`src/zsh_defs.svh`:
```
`ifndef ZSH_DEFS_SVH
`define ZSH_DEFS_SVH

// bus and register widths
`define ZSH_ADDR_W      32
`define ZSH_DATA_W      64
`define ZSH_REG_W       32
`define ZSH_REG_IDX_W   4

// accelerator DRAM space starts at this base, removed by xor before the PS base is added
`define ZSH_DRAM_FLIP   32'h8000_0000

// accesses at or above this offset into the allocated buffer raise the status flag
`define ZSH_MEM_LIMIT   (120*1024*1024)

// each profiler bit covers one 8 MiB region picked by addr[29:23]
`define ZSH_PROF_BITS   128
`define ZSH_PROF_HI     29
`define ZSH_PROF_IDX_W  7

`endif

```
`src/zsh_pkg.sv`:
```
package zsh_pkg;

   `include "zsh_defs.svh"

   typedef logic [`ZSH_ADDR_W-1:0]    addr_t;
   typedef logic [`ZSH_DATA_W-1:0]    data_t;
   typedef logic [`ZSH_REG_W-1:0]     reg_t;
   typedef logic [`ZSH_PROF_BITS-1:0] prof_t;

   // the count is read back as two register words
   typedef logic [2*`ZSH_REG_W-1:0]   count_t;

   // PS register map, any index not listed reads as zero
   typedef enum logic [`ZSH_REG_IDX_W-1:0] {
      CTRL     = 4'd0,
      ALLOC    = 4'd1,
      BASE     = 4'd2,
      COUNT_LO = 4'd3,
      COUNT_HI = 4'd4,
      PROF0    = 4'd5,
      PROF1    = 4'd6,
      PROF2    = 4'd7,
      PROF3    = 4'd8,
      STATUS   = 4'd9
   } reg_idx_e;

   typedef enum logic [1:0] {
      IDLE,
      ISSUE,
      WAIT,
      RESP
   } bridge_state_e;

endpackage

```
`src/zsh_ifs.sv`:
```
`timescale 1ns/1ns

// control state published by the PS register block
interface shell_ctrl_if import zsh_pkg::*; ();

   logic  acc_rst_n;
   logic  dram_alloc;
   addr_t dram_base;
   logic  range_err;

   modport regs (
      output acc_rst_n,
      output dram_alloc,
      output dram_base,
      input  range_err
   );

   modport fsm (
      input  acc_rst_n,
      input  dram_alloc
   );

   modport xlate (
      output range_err
   );

endinterface

// per-access events seen by the translation, profiler and counter blocks
interface dram_txn_if import zsh_pkg::*; ();

   addr_t req_addr;
   logic  issue;
   logic  done;
   logic  acc_rst_n;
   addr_t dram_base;

   modport src (
      output req_addr,
      output issue,
      output done
   );

   modport sink (
      input  req_addr,
      input  issue,
      input  done,
      input  acc_rst_n,
      input  dram_base
   );

endinterface

```
`src/access_counter.sv`:
```
`timescale 1ns/1ns

module access_counter import zsh_pkg::*;
(
   input  logic     aclk_i,
   input  logic     arst_n_i,
   dram_txn_if.sink txn,
   output count_t   count_o
);

   count_t count_r;

   // one increment per completed access, reads and writes alike
   always_ff @(posedge aclk_i or negedge arst_n_i)
   begin
      if (!arst_n_i)
         count_r <= '0;
      else if (!txn.acc_rst_n)
         count_r <= '0;
      else if (txn.done)
         count_r <= count_r + count_t'(1);
   end

   assign count_o = count_r;

endmodule

```
`src/dram_addr_xlate.sv`:
```
`timescale 1ns/1ns
`include "zsh_defs.svh"

module dram_addr_xlate import zsh_pkg::*;
(
   input  logic        aclk_i,
   input  logic        arst_n_i,
   shell_ctrl_if.xlate ctrl,
   dram_txn_if.sink    txn,
   output addr_t       dram_req_addr_o
);

   addr_t flip_addr;
   logic  over_limit;
   logic  range_err_r;

   // accelerator DRAM starts at the flip base, the PS buffer starts at dram_base
   assign flip_addr       = txn.req_addr ^ `ZSH_DRAM_FLIP;
   assign dram_req_addr_o = flip_addr + txn.dram_base;
   assign over_limit      = (flip_addr >= addr_t'(`ZSH_MEM_LIMIT));

   // sticky until the PS puts the accelerator back into reset
   always_ff @(posedge aclk_i or negedge arst_n_i)
   begin
      if (!arst_n_i)
         range_err_r <= 1'b0;
      else if (!txn.acc_rst_n)
         range_err_r <= 1'b0;
      else if (txn.issue && over_limit)
         range_err_r <= 1'b1;
   end

   assign ctrl.range_err = range_err_r;

endmodule

```
`src/dram_bridge_fsm.sv`:
```
`timescale 1ns/1ns

module dram_bridge_fsm import zsh_pkg::*;
(
   input  logic      aclk_i,
   input  logic      arst_n_i,
   shell_ctrl_if.fsm ctrl,
   dram_txn_if.src   txn,
   input  logic      acc_req_v_i,
   input  logic      acc_req_we_i,
   input  addr_t     acc_req_addr_i,
   input  data_t     acc_req_wdata_i,
   output logic      acc_req_ready_o,
   output logic      acc_resp_v_o,
   output data_t     acc_resp_data_o,
   output logic      dram_req_v_o,
   output logic      dram_req_we_o,
   output data_t     dram_req_wdata_o,
   input  logic      dram_req_ready_i,
   input  logic      dram_resp_v_i,
   input  data_t     dram_resp_data_i
);

   bridge_state_e state_r;
   bridge_state_e state_n;
   logic          accept;
   addr_t         addr_r;
   logic          we_r;
   data_t         wdata_r;
   data_t         rdata_r;

   // a new access is taken only when idle and the PS has released and allocated
   assign acc_req_ready_o = (state_r == IDLE) && ctrl.acc_rst_n && ctrl.dram_alloc;
   assign accept          = acc_req_v_i && acc_req_ready_o;

   always_comb
   begin
      state_n = state_r;
      case (state_r)
         IDLE:  if (accept)           state_n = ISSUE;
         ISSUE: if (dram_req_ready_i) state_n = WAIT;
         WAIT:  if (dram_resp_v_i)    state_n = RESP;
         RESP:                        state_n = IDLE;
         default:                     state_n = IDLE;
      endcase
      // dropping CTRL abandons whatever access is in progress
      if (!ctrl.acc_rst_n)
         state_n = IDLE;
   end

   always_ff @(posedge aclk_i or negedge arst_n_i)
   begin
      if (!arst_n_i)
         state_r <= IDLE;
      else
         state_r <= state_n;
   end

   // request fields are held for the whole access so the DRAM side sees them stable
   always_ff @(posedge aclk_i)
   begin
      if (accept)
      begin
         addr_r  <= acc_req_addr_i;
         we_r    <= acc_req_we_i;
         wdata_r <= acc_req_wdata_i;
      end
      if ((state_r == WAIT) && dram_resp_v_i)
         rdata_r <= dram_resp_data_i;
   end

   assign dram_req_v_o     = (state_r == ISSUE);
   assign dram_req_we_o    = we_r;
   assign dram_req_wdata_o = wdata_r;

   assign acc_resp_v_o    = (state_r == RESP);
   assign acc_resp_data_o = rdata_r;

   assign txn.req_addr = addr_r;
   assign txn.issue    = dram_req_v_o && dram_req_ready_i;
   assign txn.done     = acc_resp_v_o;

endmodule

```
`src/mem_profiler.sv`:
```
`timescale 1ns/1ns
`include "zsh_defs.svh"

module mem_profiler import zsh_pkg::*;
(
   input  logic     aclk_i,
   input  logic     arst_n_i,
   dram_txn_if.sink txn,
   output prof_t    prof_o
);

   prof_t                      prof_r;
   logic [`ZSH_PROF_IDX_W-1:0] region;

   // the region is taken from the accelerator address before translation
   assign region = txn.req_addr[`ZSH_PROF_HI -: `ZSH_PROF_IDX_W];

   always_ff @(posedge aclk_i or negedge arst_n_i)
   begin
      if (!arst_n_i)
         prof_r <= '0;
      else if (!txn.acc_rst_n)
         prof_r <= '0;
      else if (txn.issue)
         prof_r[region] <= 1'b1;
   end

   assign prof_o = prof_r;

endmodule

```
`src/shell_regs.sv`:
```
`timescale 1ns/1ns
`include "zsh_defs.svh"

module shell_regs import zsh_pkg::*;
(
   input  logic                      aclk_i,
   input  logic                      arst_n_i,
   input  logic                      ps_wr_i,
   input  logic                      ps_rd_i,
   input  logic [`ZSH_REG_IDX_W-1:0] ps_idx_i,
   input  reg_t                      ps_wdata_i,
   output reg_t                      ps_rdata_o,
   output logic                      ps_rvalid_o,
   shell_ctrl_if.regs                ctrl,
   input  count_t                    count_i,
   input  prof_t                     prof_i
);

   logic     acc_en_r;
   logic     alloc_r;
   reg_t     base_r;
   reg_t     rdata_d;
   reg_idx_e idx;

   assign idx = reg_idx_e'(ps_idx_i);

   // only CTRL, ALLOC and BASE are writable, the rest are status views
   always_ff @(posedge aclk_i or negedge arst_n_i)
   begin
      if (!arst_n_i)
      begin
         acc_en_r <= 1'b0;
         alloc_r  <= 1'b0;
         base_r   <= '0;
      end
      else if (ps_wr_i)
      begin
         case (idx)
            CTRL:    acc_en_r <= ps_wdata_i[0];
            ALLOC:   alloc_r  <= ps_wdata_i[0];
            BASE:    base_r   <= ps_wdata_i;
            default: ;
         endcase
      end
   end

   assign ctrl.acc_rst_n  = acc_en_r;
   assign ctrl.dram_alloc = alloc_r;
   assign ctrl.dram_base  = base_r;

   always_comb
   begin
      case (idx)
         CTRL:     rdata_d = reg_t'(acc_en_r);
         ALLOC:    rdata_d = reg_t'(alloc_r);
         BASE:     rdata_d = base_r;
         COUNT_LO: rdata_d = count_i[`ZSH_REG_W-1:0];
         COUNT_HI: rdata_d = count_i[2*`ZSH_REG_W-1:`ZSH_REG_W];
         PROF0:    rdata_d = prof_i[0*`ZSH_REG_W +: `ZSH_REG_W];
         PROF1:    rdata_d = prof_i[1*`ZSH_REG_W +: `ZSH_REG_W];
         PROF2:    rdata_d = prof_i[2*`ZSH_REG_W +: `ZSH_REG_W];
         PROF3:    rdata_d = prof_i[3*`ZSH_REG_W +: `ZSH_REG_W];
         STATUS:   rdata_d = reg_t'(ctrl.range_err);
         default:  rdata_d = '0;
      endcase
   end

   // read data lands one cycle after the strobe
   always_ff @(posedge aclk_i or negedge arst_n_i)
   begin
      if (!arst_n_i)
         ps_rvalid_o <= 1'b0;
      else
         ps_rvalid_o <= ps_rd_i;
   end

   always_ff @(posedge aclk_i)
   begin
      if (ps_rd_i)
         ps_rdata_o <= rdata_d;
   end

endmodule

```
`src/zynq_shell_top.sv`:
```
`timescale 1ns/1ns
`include "zsh_defs.svh"

module zynq_shell_top import zsh_pkg::*;
(
   input  logic                      aclk_i,
   input  logic                      arst_n_i,
   input  logic                      ps_wr_i,
   input  logic                      ps_rd_i,
   input  logic [`ZSH_REG_IDX_W-1:0] ps_idx_i,
   input  reg_t                      ps_wdata_i,
   output reg_t                      ps_rdata_o,
   output logic                      ps_rvalid_o,
   output logic                      acc_rst_n_o,
   input  logic                      acc_req_v_i,
   input  logic                      acc_req_we_i,
   input  addr_t                     acc_req_addr_i,
   input  data_t                     acc_req_wdata_i,
   output logic                      acc_req_ready_o,
   output logic                      acc_resp_v_o,
   output data_t                     acc_resp_data_o,
   output logic                      dram_req_v_o,
   output logic                      dram_req_we_o,
   output addr_t                     dram_req_addr_o,
   output data_t                     dram_req_wdata_o,
   input  logic                      dram_req_ready_i,
   input  logic                      dram_resp_v_i,
   input  data_t                     dram_resp_data_i
);

   count_t count_w;
   prof_t  prof_w;

   shell_ctrl_if ctrl_if ();
   dram_txn_if   txn_if ();

   // the accelerator reset and the DRAM base fan out from the register block
   assign acc_rst_n_o      = ctrl_if.acc_rst_n;
   assign txn_if.acc_rst_n = ctrl_if.acc_rst_n;
   assign txn_if.dram_base = ctrl_if.dram_base;

   shell_regs i_regs (
      .aclk_i      (aclk_i),
      .arst_n_i    (arst_n_i),
      .ps_wr_i     (ps_wr_i),
      .ps_rd_i     (ps_rd_i),
      .ps_idx_i    (ps_idx_i),
      .ps_wdata_i  (ps_wdata_i),
      .ps_rdata_o  (ps_rdata_o),
      .ps_rvalid_o (ps_rvalid_o),
      .ctrl        (ctrl_if),
      .count_i     (count_w),
      .prof_i      (prof_w)
   );

   dram_bridge_fsm i_bridge (
      .aclk_i           (aclk_i),
      .arst_n_i         (arst_n_i),
      .ctrl             (ctrl_if),
      .txn              (txn_if),
      .acc_req_v_i      (acc_req_v_i),
      .acc_req_we_i     (acc_req_we_i),
      .acc_req_addr_i   (acc_req_addr_i),
      .acc_req_wdata_i  (acc_req_wdata_i),
      .acc_req_ready_o  (acc_req_ready_o),
      .acc_resp_v_o     (acc_resp_v_o),
      .acc_resp_data_o  (acc_resp_data_o),
      .dram_req_v_o     (dram_req_v_o),
      .dram_req_we_o    (dram_req_we_o),
      .dram_req_wdata_o (dram_req_wdata_o),
      .dram_req_ready_i (dram_req_ready_i),
      .dram_resp_v_i    (dram_resp_v_i),
      .dram_resp_data_i (dram_resp_data_i)
   );

   dram_addr_xlate i_xlate (
      .aclk_i          (aclk_i),
      .arst_n_i        (arst_n_i),
      .ctrl            (ctrl_if),
      .txn             (txn_if),
      .dram_req_addr_o (dram_req_addr_o)
   );

   mem_profiler i_prof (
      .aclk_i   (aclk_i),
      .arst_n_i (arst_n_i),
      .txn      (txn_if),
      .prof_o   (prof_w)
   );

   access_counter i_count (
      .aclk_i   (aclk_i),
      .arst_n_i (arst_n_i),
      .txn      (txn_if),
      .count_o  (count_w)
   );

endmodule
```
`config.mk`:
```
export PLATFORM = sky130hd
export DESIGN_NAME = zynq_shell_top
export DESIGN_NICKNAME = d
export VERILOG_FILES = /design/src/zsh_pkg.sv /design/src/zsh_ifs.sv /design/src/access_counter.sv /design/src/dram_addr_xlate.sv /design/src/dram_bridge_fsm.sv /design/src/mem_profiler.sv /design/src/shell_regs.sv /design/src/zynq_shell_top.sv
export VERILOG_INCLUDE_DIRS = /design/src
export SDC_FILE = /design/constraint.sdc
export NUM_CORES = 1
export LEC_CHECK = 0
export ABC_AREA = 1
export ABC_CLOCK_PERIOD_IN_PS = 7900
export BUFFER_PORTS_ARGS = -buffer_cell sky130_fd_sc_hd__buf_4
export CAP_MARGIN = 20
export CELL_PAD_IN_SITES_DETAIL_PLACEMENT = 0
export CELL_PAD_IN_SITES_GLOBAL_PLACEMENT = 2
export CORE_MARGIN = 3
export CORE_UTILIZATION = 30
export DETAILED_ROUTE_END_ITERATION = 12
export PLACE_DENSITY_LB_ADDON = 0.1
export SYNTH_ARGS = -nofsm -noshare
export SYNTH_HDL_FRONTEND = slang
export SYNTH_SLANG_ARGS = --single-unit
```
`constraint.sdc`:
```
create_clock -name aclk_i -period 7.9 [get_ports aclk_i]
set_clock_uncertainty 0.1 [all_clocks]
set_input_delay 0.395 -clock aclk_i [delete_from_list [all_inputs] [get_ports aclk_i]]
set_output_delay 0.395 -clock aclk_i [all_outputs]
set_load 0.03 [all_outputs]
```
==> results.yml, run 1 <==
routing:
  drt.antenna.violating_nets: 0
  viasPerCell: 4.72
  vias: 17686
  dr.pass1.iters: 5
  wl_mm: 82.7
  drc_errors: 0
  drt_iter0_drc: 1332
  routedWlPerCell_um: 22.1
die:
  die_width_um: 265
  core.rowCount: 94
  initial_utilization_pct: 30.5
  die_area_um2: 70400
  die_h_um: 265
  core_area_um2: 66200
  pin_count: 402
synthesis:
  syn-cell-area_um2: 20200
  yosysTopAreaCell: "edfxtp_1"
  synth_edf_count: 193
  syn_avg_cell_area_um2: 9.06
  yosys-top-cells-count: "nand2_1 (571), inv_1 (314), nor2_1 (261)"
  yosys_warnings: 0
  synthArstFlopShare_pct: 54.4
  synth.distinct_cells: 52
  ys_seq_area_share_pct: 57.2
  synth.top_cells.by_area: "edfxtp_1 (29%), dfrtp_1 (29%), nand2_1 (11%)"
  netlist_instances: 2227
  synth_ff_type: "dfrtp_1"
  synth_top_area_share_pct: 28.7
  synth_nets: 2468
  yosysMostFrequentCell: "nand2_1"
  ys_seq_elements: 423
clock_network:
  cts.htree.levels: 2
  clk_latency_ns: 0.61
  clockBufferDepth: 3
  hold_buffers: 196
  path_clk_slew_ns: 0.06
  clock-sinks: 423
  cts_setup_buffers: 0
  post_cts_resized: 0
  cts_made_buffers: 51
  cts_tree: "done"
  cts_root_buf: "clkbuf_16"
min_path:
  worstHoldPathType: "input pin to flop"
worst_setup_path:
  cpPeakStageDelay_ns: 0.64
  ff2ff_setup_slack_ns: 4.84
  crit_type: "flop to output pin"
  path_max_fanout: 10
  cp_data_required_time_ns: 7.40
  cp.arrival_ns: 3.00
  setup.worst_path.start_class: "flop"
  crit_chain: "ha_1 > nand2_1 > inv_1 > nand2_1 > nor4_1 > nand2_1 > nand2_1 > nand2_1 > nand2_1 > buf_4"
  critPathMostFrequentCell: "nand2_1"
  critPathCaptureType: "output pin"
  cp_slowest_cell: "edfxtp_1"
final_layout:
  fillers: 6524
  nets: 3081
  final_cells: 3746
  syn2layout_area_growth_pct: 37.7
  drive_above_1_share_pct: 19.7
sta:
  finalCritPeriodShare_pct: 44.2
  finalSetupViolations: 0
  setup_tns_ns: 0
  slew_violations: 0
  tightest_slew_ns: 1.08
  rsz0062_at_grt: "false"
  setup_slack_ns: 4.41
  post-route-min-period_ns: 3.49
  fmax_ghz: 0.286
  maxSlewHeadroom_pct: 27.7
  whs_ns: 0.110
  hold_viol_final: 0
place:
  hpwlAfterDp_mm: 62.1
  globalplace.congestion: 0.846
  dp.cells: 3455
  io_buffers: 401
  pre_cts_slack_ns: 4.79
pwr:
  power.density_nw_per_um2: 229
  power_mw: 6.37
  ir_drop_mv: 0.154
  p_leak_nw: 12.0
run:
  maxCapViolCount: 0
global_route:
  grt_usage_pct: 23.1
  antenna_found_initial: 7
  grt_pass1_vias: 17651
  grt_pass1_wl_mm: 119
  overflow: 0
  grt_start_max_net_pins: 152
run_status:
  status: "finished clean"
[placed cells by master (no fill, tap or decap), types with 4 or more instances in the layout]
master,Yosys,layout
nand2_1,571,570
buf_4,6,416
inv_1,314,313
nor2_1,261,261
dfrtp_1,230,229
a21oi_1,210,210
dlygate4sd3_1,0,196
edfxtp_1,193,193
nand3_1,70,70
clkbuf_16,0,52
o22ai_1,50,50
o21ai_0,47,47
ha_1,36,36
nand4_1,24,24
mux2_2,24,24
nor3_1,23,22
xor2_1,17,17
clkbuf_1,31,16
nor2_2,9,9
clkinv_1,2,9
nor2_4,8,8
inv_2,6,7
o2111ai_1,7,7
a221oi_1,6,6
nor4_4,6,6
mux2_1,6,6
clkbuf_8,0,6
clkinv_2,0,5
a211oi_1,4,4
nand2_2,3,4
nor4_1,4,4
a31oi_1,4,4
o21a_1,4,4
[registers in the layout, indices dropped and copies added, names as in the netlist, 2 cells and up]
name,flops
i_bridge.acc_resp_data_o,64
i_bridge.dram_req_wdata_o,64
i_prof.prof_o,128
i_regs.ps_rdata_o,32
i_bridge.state_r,2
i_count.count_o,64
i_regs.ctrl.dram_base,32
i_bridge.txn.req_addr,32
[layer usage]
| metal | up-vias | part of all wire (%) | global-route usage (%) |
|---|---|---|---|
| met4 | 6 | 2.6 | 6.72 |
| met5 | - | 0.048 | 0 |
| met3 | 120 | 5.7 | 4.38 |
| met1 | 8499 | 45 | 31.7 |
| met2 | 537 | 47 | 37.2 |
| li1 | 8524 | - | - |
[cell type report]
class,count,area (um2),share of cell area (%)
diodes,3,7.51,0.0270
repair buffers,614,5120,18.4
well taps,864,1080,3.89
clock inverters,18,200,0.721
clock buffers,74,1440,5.20
flip-flops and latches,423,11600,41.6
inverters,324,1220,4.41
multi-input cells,1426,7150,25.7
[final timing paths]
path	cells past startpoint	start	endpoint
setup reg to reg	6	i_bridge.state_r[0]	i_bridge.txn.req_addr[9]
hold reg to reg	2	i_prof.prof_o[68]	i_prof.prof_o[68]
min in group asynchronous	2	arst_n_i	i_count.count_o[33]
setup / recovery	10	i_bridge.txn.req_addr[25]	dram_req_addr_o[31]
hold / removal	4	ps_idx_i[2]	i_regs.ctrl.acc_rst_n
max in group asynchronous	3	arst_n_i	i_regs.ctrl.acc_rst_n
[critical path: cells and delay by family (launching register included)]
family | cells | cell delay, ns
buffers and inverters | 2 | 0.31
flip-flops | 1 | 0.64
adder cells (fa/ha/maj) | 1 | 0.52
AND/OR/NAND/NOR | 7 | 0.92
[cells by family after synthesis]
logic type,after synthesis,share of synthesized area (%)
and+or+nand+nor,1003,21.4
adders and majority gates,37,2.33
xor gates and xnor gates,18,0.781
AOI/OAI and AO/OA,338,9.14
muxes,30,1.67
buffers and inverters,378,7.43
DFF,423,57.2
[through the flow]
stage,area (um2),utilization (%)
CTS,27800,41.9
detailed placement,24200,36.5
floorplan,20200,-
finish,27800,42.0
global placement,24200,36.5
global route,27800,41.9
[where the power goes]
part	internal, mW	switching [mW]	leakage [nW]
combinational	0.513	0.998	6.27
clock	1.37	0.958	0.801
sequential	2.44	0.0979	4.93
total	4.32	2.05	12.0
(Power assumes the default switching activity.)
==> run 2: changes to the inputs <==
- ABC_CLOCK_PERIOD_IN_PS: 7900 -> 3100
- clock period: 7.9 -> 3.1 ns (I/O delays scaled with it)
==> run 2 against run 1 <==
First-iteration DRC count rose by 2.3%. Combinational power grew to 2.7 times the previous value. Count of clock-buffer cells in the layout shrank 7. Clock power rose to 2.7 times the previous value. Non-clock buffer count is 40 higher. Via count grew 1.3%. Utilization is 0.92 points higher. Global-route usage is 0.40 points higher. Largest power group unchanged.
==> results.yml, run 2 (synthesized netlist as in run 1, its figures left out) <==
run_status:
  status: "finished clean"
pwr:
  p_leak_nw: 12.3
  switching_share_pct: 32.5
  power_mw: 16.7
  p_comb_share_pct: 24.0
  switchingPower_mw: 5.42
  power.density_nw_per_um2: 588
  power_frac_seq_pct: 38.8
  ir_drop_mv: 0.457
  clockPowerShare_pct: 37.2
  internal_power_mw: 11.3
routing:
  dr.pass1.iters: 5
  routedWlPerCell_um: 22.3
  viasPerCell: 4.73
  vias: 17924
  drt_iter0_drc: 1363
  drt.antenna.violating_nets: 0
  wl_mm: 84.2
  drc_errors: 0
sta:
  tightest_slew_ns: 1.19
  maxSlewHeadroom_pct: 20.7
  finalCritPeriodShare_pct: 95.0
  setup_tns_ns: 0
  setup_slack_ns: 0.155
  post-route-min-period_ns: 2.94
  finalSetupViolations: 0
  fmax_ghz: 0.340
  hold_viol_final: 0
  slew_violations: 0
  whs_ns: 0.00673
worst_setup_path:
  crit_chain: "ha_1 > nand2_1 > nor2_2 > and3_1 > nand2_1 > nand2_1 > nand2_2 > nand2_1 > nand2_1 > nand2_1 > buf_4"
  cp.arrival_ns: 2.69
  critPathCaptureType: "output pin"
  cp_slowest_cell: "dfrtp_1"
  cp_data_required_time_ns: 2.84
  crit_type: "flop to output pin"
  cpPeakStageDelay_ns: 0.45
  critPathMostFrequentCell: "nand2_1"
  path_max_fanout: 4
  setup.worst_path.start_class: "flop"
final_layout:
  final_cells: 3786
  fin_util_pct: 42.9
  nets: 3121
  largest_reg_flops: 128
  syn2layout_area_growth_pct: 40.7
  final_area_um2: 28400
  final_common_cell: "nand2_1"
  layout_common_cells: "nand2_1 (567), buf_4 (442), inv_1 (312), nor2_1 (256), dfrtp_1 (228)"
  drive_above_1_share_pct: 22.0
die:
  die_area_um2: 70400
  die_width_um: 265
  die_h_um: 265
  core.rowCount: 94
  pin_count: 402
  initial_utilization_pct: 30.5
  core_area_um2: 66200
global_route:
  grt_usage_pct: 23.5
  use_met1_pct: 31.9
  grt_pass1_vias: 17985
  top_usage_layer: "met2"
  use_met2_pct: 38.6
  antenna_found_initial: 5
  grt_pass1_wl_mm: 122
  overflow: 0
  grt_start_max_net_pins: 99
  use_met3_pct: 4.66
min_path:
  worstHoldPathType: "input pin to asynchronous set/reset pin"
place:
  placed_cell_area_um2: 24400
  dp.cells: 3484
  globalplace.congestion: 0.856
  hpwlAfterDp_mm: 64.7
  io_buffers: 401
  pre_cts_slack_ns: 0.583
clock_network:
  path_clk_slew_ns: 0.06
  cts.htree.levels: 2
  clock-sinks: 423
  clockBufferDepth: 3
  cts_tree: "done"
  cts_made_buffers: 51
  cts_root_buf: "clkbuf_16"
  clk_latency_ns: 0.61
run:
  maxCapViolCount: 0
-- run 2: metal layers --
metal  routed length, um  vias to the layer above
li1                    -                     8587
met1               37500                     8720
met2               40000                      508
met3                4850                      103
met4                1880                        6
met5                  44                        -
-- run 2: final timing paths --
check | from | end | slack (ns) | cells after the start
worst min-delay path | arst_n_i | i_count.count_o[38] | 0.007 | 2
worst min register to register | i_prof.prof_o[65] | i_prof.prof_o[65] | 0.39 | 2
worst max register to register | i_regs.ctrl.dram_alloc | i_bridge.state_r[1] | 0.61 | 7
min in group aclk_i | dram_resp_v_i | i_bridge.acc_resp_data_o[57] | 0.02 | 3
max in group asynchronous | arst_n_i | i_regs.ctrl.dram_base[2] | 1.90 | 3
worst max-delay path | i_regs.ctrl.dram_base[13] | dram_req_addr_o[30] | 0.16 | 11
-- run 2: layout make-up --
| class | instances | area, um2 |
|---|---|---|
| clock buffers | 67 | 1450 |
| flip-flops and latches | 423 | 11600 |
| fillers | 6545 | 37800 |
| clock inverters | 26 | 273 |
| diodes | 2 | 5.00 |
| well taps | 864 | 1080 |
| inverters | 324 | 1220 |
| multi-input cells | 1426 | 7310 |
| repair buffers | 654 | 5500 |
-- run 2: what timing repair did --
action | 4_1_cts | 5_1_grt
gates resized for setup | 3 | 27
hold endpoints to repair | 382 | 0
buffers inserted | 1 | 0
hold buffers | 206 | 0
setup endpoints to repair | 5 | 10
cloned | 0 | 0
-- run 2: critical path, delay by kind of cell (launching register included) --
kind	cells	cell delay, ns
buffers and inverters	1	0.18
flip-flops	1	0.45
adder cells (fa/ha/maj)	1	0.39
AND/OR/NAND/NOR	9	1.05
-- run 2: power groups by stage --
stage	clock (mW)	combinational (mW)	sequential, mW
after floorplan	0	1.93	6.73
after global placement	0	3.75	6.57
after detailed placement	0	3.75	6.58
after CTS	6.38	4.01	6.47
after global routing	6.62	4.33	6.51
final	6.20	4.01	6.48
